`src/hw/ntt_cfg.svh`:
```
// Widths, bank organisation and phase latencies of the NTT sequencing controller.
// Included by the package, by the RTL that uses these numbers and by the testbench.
`ifndef NTT_CFG_SVH
`define NTT_CFG_SVH

// Coefficient and input word shape
`define NTT_COEFF_W          12
`define NTT_COEFFS_PER_WORD  16
`define NTT_WORD_W           192   // 16 coefficients of 12 bits

// Bank organisation
`define NTT_BANKS            8
`define NTT_ROWS_PER_BANK    2     // Row groups per bank, the "time" counter
`define NTT_ADDR_W           5     // Row group, pair index and port bit

// Phase timing in clock cycles
`define NTT_DECO_LATE        2     // Decode phase length
`define NTT_EXEC_CYCLE       120   // Execute phase length
`define NTT_BU_LATE          7     // Butterfly pipeline depth before write-back

`endif
```
`src/hw/ntt_ctrl_pkg.sv`:
```
// Shared types of the NTT sequencing controller.
// Imported by every RTL block that passes coefficients, bank writes or phase flags.
package ntt_ctrl_pkg;

`include "ntt_cfg.svh"

    // Plain vectors with a meaning
    typedef logic [`NTT_COEFF_W-1:0] coeff_t;       // One coefficient
    typedef logic [`NTT_WORD_W-1:0]  coeff_word_t;  // Coefficient 0 in the top bits
    typedef logic [`NTT_ADDR_W-1:0]  bank_addr_t;   // Row address of one bank port
    typedef logic [`NTT_BANKS-1:0]   bank_we_t;     // One write-enable per bank

    // One coefficient-pair write into a two-port bank
    typedef struct packed {
        bank_we_t   we;      // One-hot, zero when no write
        bank_addr_t addr_a;  // Even coefficient row
        bank_addr_t addr_b;  // Odd coefficient row, addr_a + 1
        coeff_t     data_a;  // Coefficient 2p
        coeff_t     data_b;  // Coefficient 2p+1
    } load_wr_t;

    // Phase flags towards the datapath
    typedef struct packed {
        logic start_decode;
        logic start_bu_choose;   // Covers decode and execute
        logic start_bram_exec;
        logic start_bram_write;  // Write-back, delayed by the butterfly latency
        logic is_ntt_decode;
        logic is_ntt_exec;
    } phase_ctrl_t;

    // Top sequencer FSM
    typedef enum logic [1:0] {
        IDLE,
        LOAD,
        PHASE,
        DONE
    } seq_state_t;

endpackage

```
`src/hw/ntt_controller.sv`:
```
// Top level of the NTT sequencing controller.
// Wires the FSM, the load path and the phase timer together.
`timescale 1ns/1ps

module ntt_controller import ntt_ctrl_pkg::*; (
    input  logic        clk_i,
    input  logic        rst_i,
    input  logic        start,
    input  logic        is_ntt,
    input  logic        valid_input,
    input  coeff_word_t din,
    output load_wr_t    load_wr,
    output phase_ctrl_t phase,
    output logic        done_all
);

    logic load_en;
    logic load_last;
    logic phase_go;
    logic phase_end;
    logic mode;

    // Control FSM
    ntt_sequencer u_seq (
        .clk_i       (clk_i),
        .rst_i       (rst_i),
        .start       (start),
        .is_ntt      (is_ntt),
        .valid_input (valid_input),
        .load_last   (load_last),
        .phase_end   (phase_end),
        .load_en     (load_en),
        .phase_go    (phase_go),
        .mode        (mode),
        .done_all    (done_all)
    );

    // Bank writes
    load_sequencer u_load (
        .clk_i     (clk_i),
        .rst_i     (rst_i),
        .load_en   (load_en),
        .din       (din),
        .load_wr   (load_wr),
        .load_last (load_last)
    );

    // Decode / execute flags
    phase_timer u_timer (
        .clk_i     (clk_i),
        .rst_i     (rst_i),
        .phase_go  (phase_go),
        .mode      (mode),
        .phase     (phase),
        .phase_end (phase_end)
    );

endmodule

```
`src/hw/ntt_sequencer.sv`:
```
// Top FSM of the NTT controller.
// Accepts start in IDLE, gates input beats during LOAD, launches the phase
// timer after the last beat and raises done_all for one cycle at the end.
`timescale 1ns/1ps

module ntt_sequencer import ntt_ctrl_pkg::*; (
    input  logic clk_i,
    input  logic rst_i,
    input  logic start,
    input  logic is_ntt,
    input  logic valid_input,
    input  logic load_last,    // From load_sequencer
    input  logic phase_end,    // From phase_timer
    output logic load_en,
    output logic phase_go,
    output logic mode,
    output logic done_all
);

    seq_state_t state;

    always_ff @(posedge clk_i) begin
        if (rst_i) begin
            state    <= IDLE;
            phase_go <= 1'b0;
        end else begin
            phase_go <= 1'b0;                  // Pulse by default
            case (state)
                IDLE: begin
                    if (start) state <= LOAD;
                end
                LOAD: begin
                    if (load_last) begin
                        state    <= PHASE;
                        phase_go <= 1'b1;     // Timer starts its flags next cycle
                    end
                end
                PHASE: begin
                    if (phase_end) state <= DONE;
                end
                DONE: state <= IDLE;           // Single done cycle
                default: state <= IDLE;
            endcase
        end
    end

    // Mode is frozen at start, later is_ntt changes are ignored
    always_ff @(posedge clk_i) begin
        if (rst_i) begin
            mode <= 1'b0;
        end else if (state == IDLE && start) begin
            mode <= is_ntt;
        end
    end

    assign load_en  = valid_input && (state == LOAD);  // No back-pressure, beats outside LOAD drop
    assign done_all = (state == DONE);

endmodule

```
`src/hw/phase_timer.sv`:
```
// Decode and execute phase timing of the NTT controller.
// A phase_go pulse starts decode on the next cycle, execute follows,
// and phase_end marks the last execute cycle.
`timescale 1ns/1ps
`include "ntt_cfg.svh"

module phase_timer import ntt_ctrl_pkg::*; (
    input  logic        clk_i,
    input  logic        rst_i,
    input  logic        phase_go,   // One-cycle launch from the sequencer
    input  logic        mode,       // 1 = forward NTT, held by the sequencer
    output phase_ctrl_t phase,
    output logic        phase_end   // High during the last execute cycle
);

    typedef enum logic [1:0] {
        PH_IDLE,
        PH_DECODE,
        PH_EXEC
    } sub_phase_t;

    // Counter must reach the longest phase
    localparam int CNT_W = $clog2(`NTT_EXEC_CYCLE);

    sub_phase_t       sub_q;
    logic [CNT_W-1:0] cnt_q;       // Cycles spent in the current sub-phase
    logic             decode_last;
    logic             exec_last;

    assign decode_last = (sub_q == PH_DECODE) && (cnt_q == CNT_W'(`NTT_DECO_LATE - 1));
    assign exec_last   = (sub_q == PH_EXEC) && (cnt_q == CNT_W'(`NTT_EXEC_CYCLE - 1));

    always_ff @(posedge clk_i) begin
        if (rst_i) begin
            sub_q <= PH_IDLE;
            cnt_q <= '0;
        end else begin
            case (sub_q)
                PH_IDLE: begin
                    if (phase_go) begin   // Launch ignored while a phase runs
                        sub_q <= PH_DECODE;
                        cnt_q <= '0;
                    end
                end
                PH_DECODE: begin
                    if (decode_last) begin
                        sub_q <= PH_EXEC;
                        cnt_q <= '0;
                    end else begin
                        cnt_q <= cnt_q + 1'b1;
                    end
                end
                PH_EXEC: begin
                    if (exec_last) begin
                        sub_q <= PH_IDLE;
                        cnt_q <= '0;
                    end else begin
                        cnt_q <= cnt_q + 1'b1;
                    end
                end
                default: sub_q <= PH_IDLE;
            endcase
        end
    end

    // Flags decode straight from the registered sub-phase and count
    always_comb begin
        phase.start_decode     = (sub_q == PH_DECODE);
        phase.start_bu_choose  = (sub_q != PH_IDLE);             // Spans both phases
        phase.start_bram_exec  = (sub_q == PH_EXEC);
        phase.start_bram_write = (sub_q == PH_EXEC)
                                 && (cnt_q >= CNT_W'(`NTT_BU_LATE));  // First results out
        phase.is_ntt_decode    = (sub_q == PH_DECODE) && mode;
        phase.is_ntt_exec      = (sub_q == PH_EXEC) && mode;
    end

    assign phase_end = exec_last;

endmodule

```
`src/hw/load_sequencer.sv`:
```
// Load path of the NTT controller.
// Turns each enabled input beat into one registered coefficient-pair write,
// walking pair index, row group and bank in that order.
`timescale 1ns/1ps
`include "ntt_cfg.svh"

module load_sequencer import ntt_ctrl_pkg::*; (
    input  logic        clk_i,
    input  logic        rst_i,
    input  logic        load_en,    // Accepted beat, already gated by LOAD
    input  coeff_word_t din,
    output load_wr_t    load_wr,
    output logic        load_last   // High on the accepting cycle of beat 127
);

    localparam int PAIRS  = `NTT_COEFFS_PER_WORD / 2;
    localparam int PAIR_W = $clog2(PAIRS);
    localparam int ROW_W  = $clog2(`NTT_ROWS_PER_BANK);
    localparam int BANK_W = $clog2(`NTT_BANKS);

    logic [PAIR_W-1:0] pair_cnt;   // p = n mod 8
    logic [ROW_W-1:0]  row_cnt;    // r = (n div 8) mod 2
    logic [BANK_W-1:0] bank_cnt;   // b = n div 16
    logic              pair_wrap;
    logic              row_wrap;

    coeff_t            coeffs [`NTT_COEFFS_PER_WORD];

    bank_we_t                  we_q;
    logic [PAIR_W+ROW_W-1:0]   row_base_q;   // {r, p}, the port bit is appended below
    coeff_t                    data_a_q;
    coeff_t                    data_b_q;

    // Unpack the word, coefficient 0 is the top slice
    always_comb begin
        for (int k = 0; k < `NTT_COEFFS_PER_WORD; k++) begin
            coeffs[k] = din[`NTT_WORD_W-1-k*`NTT_COEFF_W -: `NTT_COEFF_W];
        end
    end

    assign pair_wrap = (pair_cnt == PAIR_W'(PAIRS - 1));
    assign row_wrap  = (row_cnt == ROW_W'(`NTT_ROWS_PER_BANK - 1));
    assign load_last = load_en && pair_wrap && row_wrap
                       && (bank_cnt == BANK_W'(`NTT_BANKS - 1));

    // Beat counters, all three roll over to zero on the last beat
    always_ff @(posedge clk_i) begin
        if (rst_i) begin
            pair_cnt <= '0;
            row_cnt  <= '0;
            bank_cnt <= '0;
        end else if (load_en) begin
            pair_cnt <= pair_cnt + 1'b1;            // Natural wrap at 8
            if (pair_wrap) begin
                row_cnt <= row_cnt + 1'b1;
                if (row_wrap) begin
                    bank_cnt <= bank_cnt + 1'b1;   // Wraps after bank 7
                end
            end
        end
    end

    // Write-enable lives exactly one cycle per accepted beat
    always_ff @(posedge clk_i) begin
        if (rst_i) begin
            we_q <= '0;
        end else if (load_en) begin
            we_q <= bank_we_t'(1) << bank_cnt;
        end else begin
            we_q <= '0;
        end
    end

    // Payload only changes with a beat
    always_ff @(posedge clk_i) begin
        if (load_en) begin
            row_base_q <= {row_cnt, pair_cnt};
            data_a_q   <= coeffs[{pair_cnt, 1'b0}];  // Even coefficient 2p
            data_b_q   <= coeffs[{pair_cnt, 1'b1}];  // Odd coefficient 2p+1
        end
    end

    // addr_a = r*16 + 2p, addr_b one row above
    assign load_wr = '{
        we:     we_q,
        addr_a: {row_base_q, 1'b0},
        addr_b: {row_base_q, 1'b1},
        data_a: data_a_q,
        data_b: data_b_q
    };

endmodule

```
`config.mk`:
```
export PLATFORM = sky130hd
export DESIGN_NAME = ntt_controller
export DESIGN_NICKNAME = d
export VERILOG_FILES = /design/src/hw/ntt_ctrl_pkg.sv /design/src/hw/ntt_controller.sv /design/src/hw/ntt_sequencer.sv /design/src/hw/phase_timer.sv /design/src/hw/load_sequencer.sv
export VERILOG_INCLUDE_DIRS = /design/src /design/src/hw
export SDC_FILE = /design/constraint.sdc
export NUM_CORES = 1
export LEC_CHECK = 0
export BUFFER_PORTS_ARGS = -buffer_cell sky130_fd_sc_hd__buf_2
export CAP_MARGIN = 10
export CORE_AREA = 2 2 96 98
export CTS_BUF_LIST = sky130_fd_sc_hd__clkbuf_8
export DETAILED_ROUTE_END_ITERATION = 10
export DIE_AREA = 0 0 98 100
export GPL_ROUTABILITY_DRIVEN = 1
export MAX_ROUTING_LAYER = met4
export PLACE_DENSITY_LB_ADDON = 0.25
export SETUP_SLACK_MARGIN = 0.5
export SLEW_MARGIN = 20
export SYNTH_ARGS = -nofsm -noshare
export SYNTH_HDL_FRONTEND = slang
export SYNTH_SLANG_ARGS = --single-unit
```
`constraint.sdc`:
```
create_clock -name clk_i -period 3.2 [get_ports clk_i]
set_clock_uncertainty 0.1 [all_clocks]
set_input_delay 0.64 -clock clk_i [delete_from_list [all_inputs] [get_ports clk_i]]
set_output_delay 0.64 -clock clk_i [all_outputs]
set_load 0.05 [all_outputs]
```
### Word-level counts from Yosys, hierarchy flattened

Index checks and enable logic that the tools add are counted.

* register bits after elaboration: 56
* input bits: 197
* output and inout bits: 49
* word-level logic and storage cells: 79

* add/sub/neg operators: 4
* magnitude comparators: 3
* equality and inequality tests: 15
* shift-type cells: 1
* multiplexer cells: 19
* bitwise logic cells: 4
* reduce and logical (&&, ||, !) cells: 21

Operators with widths (number)
* binary-select mux 12 bit (select 4 bit): 2
* 2-to-1 mux 12 bit: 4
* 2-to-1 mux 7 bit: 3
* case mux 7 bit (3 select lines): 1
* 2-to-1 mux 2 bit: 6
* greater-or-equal comparator 5 bit (second input constant): 2
* logical AND 1 bit: 10
* NOT 4 -> 5 bit: 2
* AND reduction 3 bit: 3
* != test 2 bit (second input constant): 4
* case mux 2 bit (4 select lines): 1
* left shift 1 x 3 -> 8 bit (first input constant): 1
* adder 7 x 1 -> 7 bit (second input constant): 1
* equality test 7 x 1 -> 1 bit (second input constant): 1
* equality test 7 bit (second input constant): 1
* greater-or-equal comparator 7 x 3 -> 1 bit (second input constant): 1
* adder 3 x 1 -> 3 bit (second input constant): 2
* equality test 2 bit (second input constant): 3
* equality test 3 bit (second input constant): 2
* case mux 2 bit (3 select lines): 1
* equality test 2 x 1 -> 1 bit (second input constant): 2
* zero test 2 bit: 2
* != test 2 x 1 -> 1 bit (second input constant): 2
* AND reduction 2 bit: 2
* 6 further kinds: 8

### Depth between registers and ports, before layout

* depth in word-level cells: 7
* mapped depth: 6
* mapped depth without buffers: 6

### Modules after synthesis

From an unflattened synthesis, not the netlist that was laid out.

* cells, all modules: 277
* area total of the unflattened synthesis: 3804.9 µm²

By module, submodules not included
* load_sequencer: times used 1, cells an instance 180, area each 2959.1 µm², sequential area each 1141.1 µm²
* phase_timer: times used 1, cells an instance 71, area each 611.8 µm², sequential area each 180.2 µm²
* ntt_sequencer: times used 1, cells an instance 26, area each 234.0 µm², sequential area each 80.1 µm²

### Least setup slack after synthesis

No wires, ideal clock.

* path type: register to output
* start: reg u_timer.sub_q[0]
* end: out phase[2] in the netlist's numbering
* arrival: 1.867 ns
* data required time: 2.460 ns
* setup slack: 0.593 ns
* stages on the path, launching flop included: 5
* buffers on the path: 0
* cell sequence: dfxtp_1 -> inv_1 -> ha_1 -> inv_1 -> a31oi_1

RTL lines
* from (decl): RTL line phase_timer.sv:25 `sub_phase_t sub_q;`
* from (signal assigned): RTL line phase_timer.sv:35 `sub_q <= PH_IDLE;`
* from (signal assigned): RTL line phase_timer.sv:41 `sub_q <= PH_DECODE;`
* from (signal assigned): RTL line phase_timer.sv:47 `sub_q <= PH_EXEC;`
* to (decl): RTL line ntt_controller.sv:13 `output phase_ctrl_t phase,`

==> impl_metrics.csv <==
group,metric,value,unit
place,hpwl,9720,um
timing,hold_slack,388,ps
global_route,grt_pass1_vias,3414,
setup_path,timing.rr.start,"u_load.pair_cnt[1]",
pwr,sw_frac_of_total,36.4,%
drt,drtIter0Drc,147,
timing,tns,0,ps
timing,rsz0062_at_grt,"no",
cts,clockBufferDepth,2,
synthesis,synthTopCellsByArea,"mux4_2, edfxtp_1, dfxtp_1",
setup_path,crit_required,2460,ps
pwr,p_int,1.51,mW
pwr,seqPwrFrac,39.9,%
synthesis,synth_cell_types,44,
hold_path,hp-class,"reg -> reg",
setup_path,path_max_fanout,10,
place,io_buffers,243,
floorplan,core_area,8890,um^2
synthesis,ys_warn_count,0,
drt,routed_via_density,5.38,
cts,clock_latency,310,ps
synthesis,synth_most_common_cell,"mux4_2",
pwr,pwr-share-comb,43.2,%
cts,numCtsBuffers,5,
cts,clock_sinks,56,
synthesis,syn-instance-count,282,
synthesis,ys_ff_latch,56,
global_route,grt_pass1_wl,17700,um
timing,period_share,73.3,%
timing,fmax,0.426,GHz
drt,routed_wl,11800,um
pwr,leakagePower,2.27,nW
synthesis,yosys-top-cells-count,"mux4_2, dfxtp_1, edfxtp_1, ha_1, nand2_1",
cts,cts.clk_slew.worst_paths,100,ps
setup_path,critPathKind,"reg -> out",
floorplan,die-area,9800,um^2
cts,postCtsHoldBufs,0,
timing,tightest_slew,649,ps
synthesis,synth_top_area_share,28.0,%
setup_path,arrival,1610,ps
setup_path,critPathBufInv,1,
final_layout,final_nets,730,
floorplan,start_util,43.4,%
timing,hold_viol_final,0,
drt,drc_errors,0,
setup_path,crit_start,"u_timer.cnt_q[2]",
timing,drv_slew,0,
flow_run,maxCapViolCount,0,
drt,wl_per_cell,18.7,um
setup_path,critical-path-max-stage-delay,580,ps
final_layout,regArea,1410,um^2
cts,root_buffer,"clkbuf_8",
pwr,peakVddDrop,0.201,mV
global_route,grt_max_degree,29,
drt,dr.pass1.iters,4,
global_route,antenna_found_initial,1,
pwr,p_per_area,457,nW/um^2
setup_path,reg2reg_depth,6,
final_layout,drive_gt1_share,65.4,%
setup_path,startpoint_type,"flop",
global_route,gr-usage-all-layers,23.7,%
final_layout,fill_cells,783,
setup_path,ff2ff_setup_slack,940,ps
final_layout,area_growth,34.9,%
run_status,outcome,"complete, no violations",
setup_path,critPathTopFamily,"flip-flops",
floorplan,io_pins,246,
floorplan,die_w,98,um
drt,num_vias,3381,
synthesis,yosys.area.top_type,"mux4_2",
drt,detail-route-antenna-nets,0,
place,routabilityCongestion,0.858,
final_layout,final_core_util,58.6,%
floorplan,die-height,100,um
setup_path,crit_path_top_delay_cell,"dfxtp_1",
setup_path,path_depth,3,
floorplan,core.rowCount,35,
cts,postCtsSetupBuffers,0,
synthesis,synth-main-ff-cell,"edfxtp_1",
pwr,power.total,2.38,mW
cts,cts_resized,0,
cts,htreeDepth,2,
synthesis,synth_edf_count,28,
synthesis,syn_area,3860,um^2
final_layout,multi_input_area,2250,um^2
setup_path,worst_setup_path_end_kind,"output pin",
pwr,power_frac_clock,16.9,%
timing,setup_violations,0,
synthesis,synthesis.nets,498,
pwr,switchingPower,866,uW
cts,cts_tree,"yes",
setup_path,reg2reg_to,"u_seq.state[1]",
synthesis,ys_seq_area_share,36.3,%
setup_path,crit_chain,"nand3_1 -> a31oi_1 -> buf_2",
setup_path,worstSetupEndpoint,"phase[2]",
synthesis,async_flop_share,0,%
synthesis,avgSynthCellArea,13.7,um^2
timing,slew_headroom,56.8,%
global_route,overflow,0,
timing,post-route-min-period,2350,ps
[stage by stage]
stage               setup slack (ps)  cell area, um^2  std cells
finish                           854             5210        628
global route                     731             5200        627
CTS                              854             5200        626
detailed placement               938             5110        618
global placement                1080             5110        618
floorplan                        593             3860        282
[final cells by class]
cell class,instances,share of cell area (%)
Sequential cell,56,27.0
Timing Repair Buffer,248,24.3
Antenna cell,2,0.0961
Tap cell,111,2.67
Clock inverter,3,0.409
Inverter,12,0.865
Multi-Input combinational cell,191,43.3
Clock buffer,5,1.32
[registers in the layout (all words and copies together) (netlist names)]
| name | flops |
|---|---|
| u_load.data_b_q | 12 |
| u_load.row_base_q | 4 |
| u_load.we_q | 8 |
| u_load.pair_cnt | 3 |
| u_seq.phase_go | 1 |
| u_load.row_cnt | 1 |
| u_load.data_a_q | 12 |
| u_timer.cnt_q | 7 |
| u_seq.mode | 1 |
| u_load.bank_cnt | 3 |
| u_timer.sub_q | 2 |
| u_seq.state | 2 |
[cell usage in the layout (no fill, tap or decap), types with 6 or more instances in the layout]
cell type	netlist	layout
nand3_1	6	6
inv_1	12	12
and2_1	10	10
o211ai_1	8	8
dfxtp_1	28	26
buf_2	7	243
mux4_2	48	48
edfxtp_1	28	28
mux2_2	14	14
nand2b_1	6	6
nand2_1	17	17
mux2_4	10	10
ha_1	19	19
nor2_1	8	8
[tightest hold or removal path, stage by stage (launching register included)]
cell     delay [ps]
dfxtp_1         330
nand2_1          60
a21oi_1          60
[power groups by stage]
stage	clock network [mW]	logic (mW)	registers (mW)
2_1_floorplan	0	0.632	1.11
3_5_place_dp	0	1.03	0.971
4_1_cts	0.412	1.03	0.954
6_report	0.402	1.03	0.950
3_3_place_gp	0	1.01	0.965
5_1_grt	0.440	1.10	0.968
[how the worst min path moves through the flow]
| stage | end | depth (start not counted) | start |
|---|---|---|---|
| finish | u_seq.mode | 2 | u_seq.mode |
| global route | u_seq.mode | 2 | u_seq.mode |
| CTS | u_seq.mode | 2 | u_seq.mode |
| detailed placement | u_seq.mode | 2 | u_seq.mode |
| global placement | u_seq.mode | 2 | u_seq.mode |
| floorplan | u_load.row_base_q[2] | 0 | u_load.pair_cnt[2] |
[cells by family (layout without fill, tap and decap cells)]
kind of cell / Yosys count / after routing / share of synthesized area [%]
adder cells (fa/ha/maj): 19 / 19 / 6.16
XOR/XNOR: 3 / 3 / 0.681
buffers and inverters: 35 / 268 / 5.25
flip-flops: 56 / 56 / 36.3
other: 2 / 4 / 0.195
AO/OA/AOI/OAI: 26 / 26 / 5.29
AND/OR/NAND/NOR: 64 / 64 / 8.82
multiplexers: 77 / 77 / 37.3
[routing by layer]
layer	part of all wire (%)	track usage, %
met1	38	28.6
met2	54	42.0
met3	7.3	3.69
met4	1.2	5.88
met5	0	-
Power figures use the tool's default switching activity.
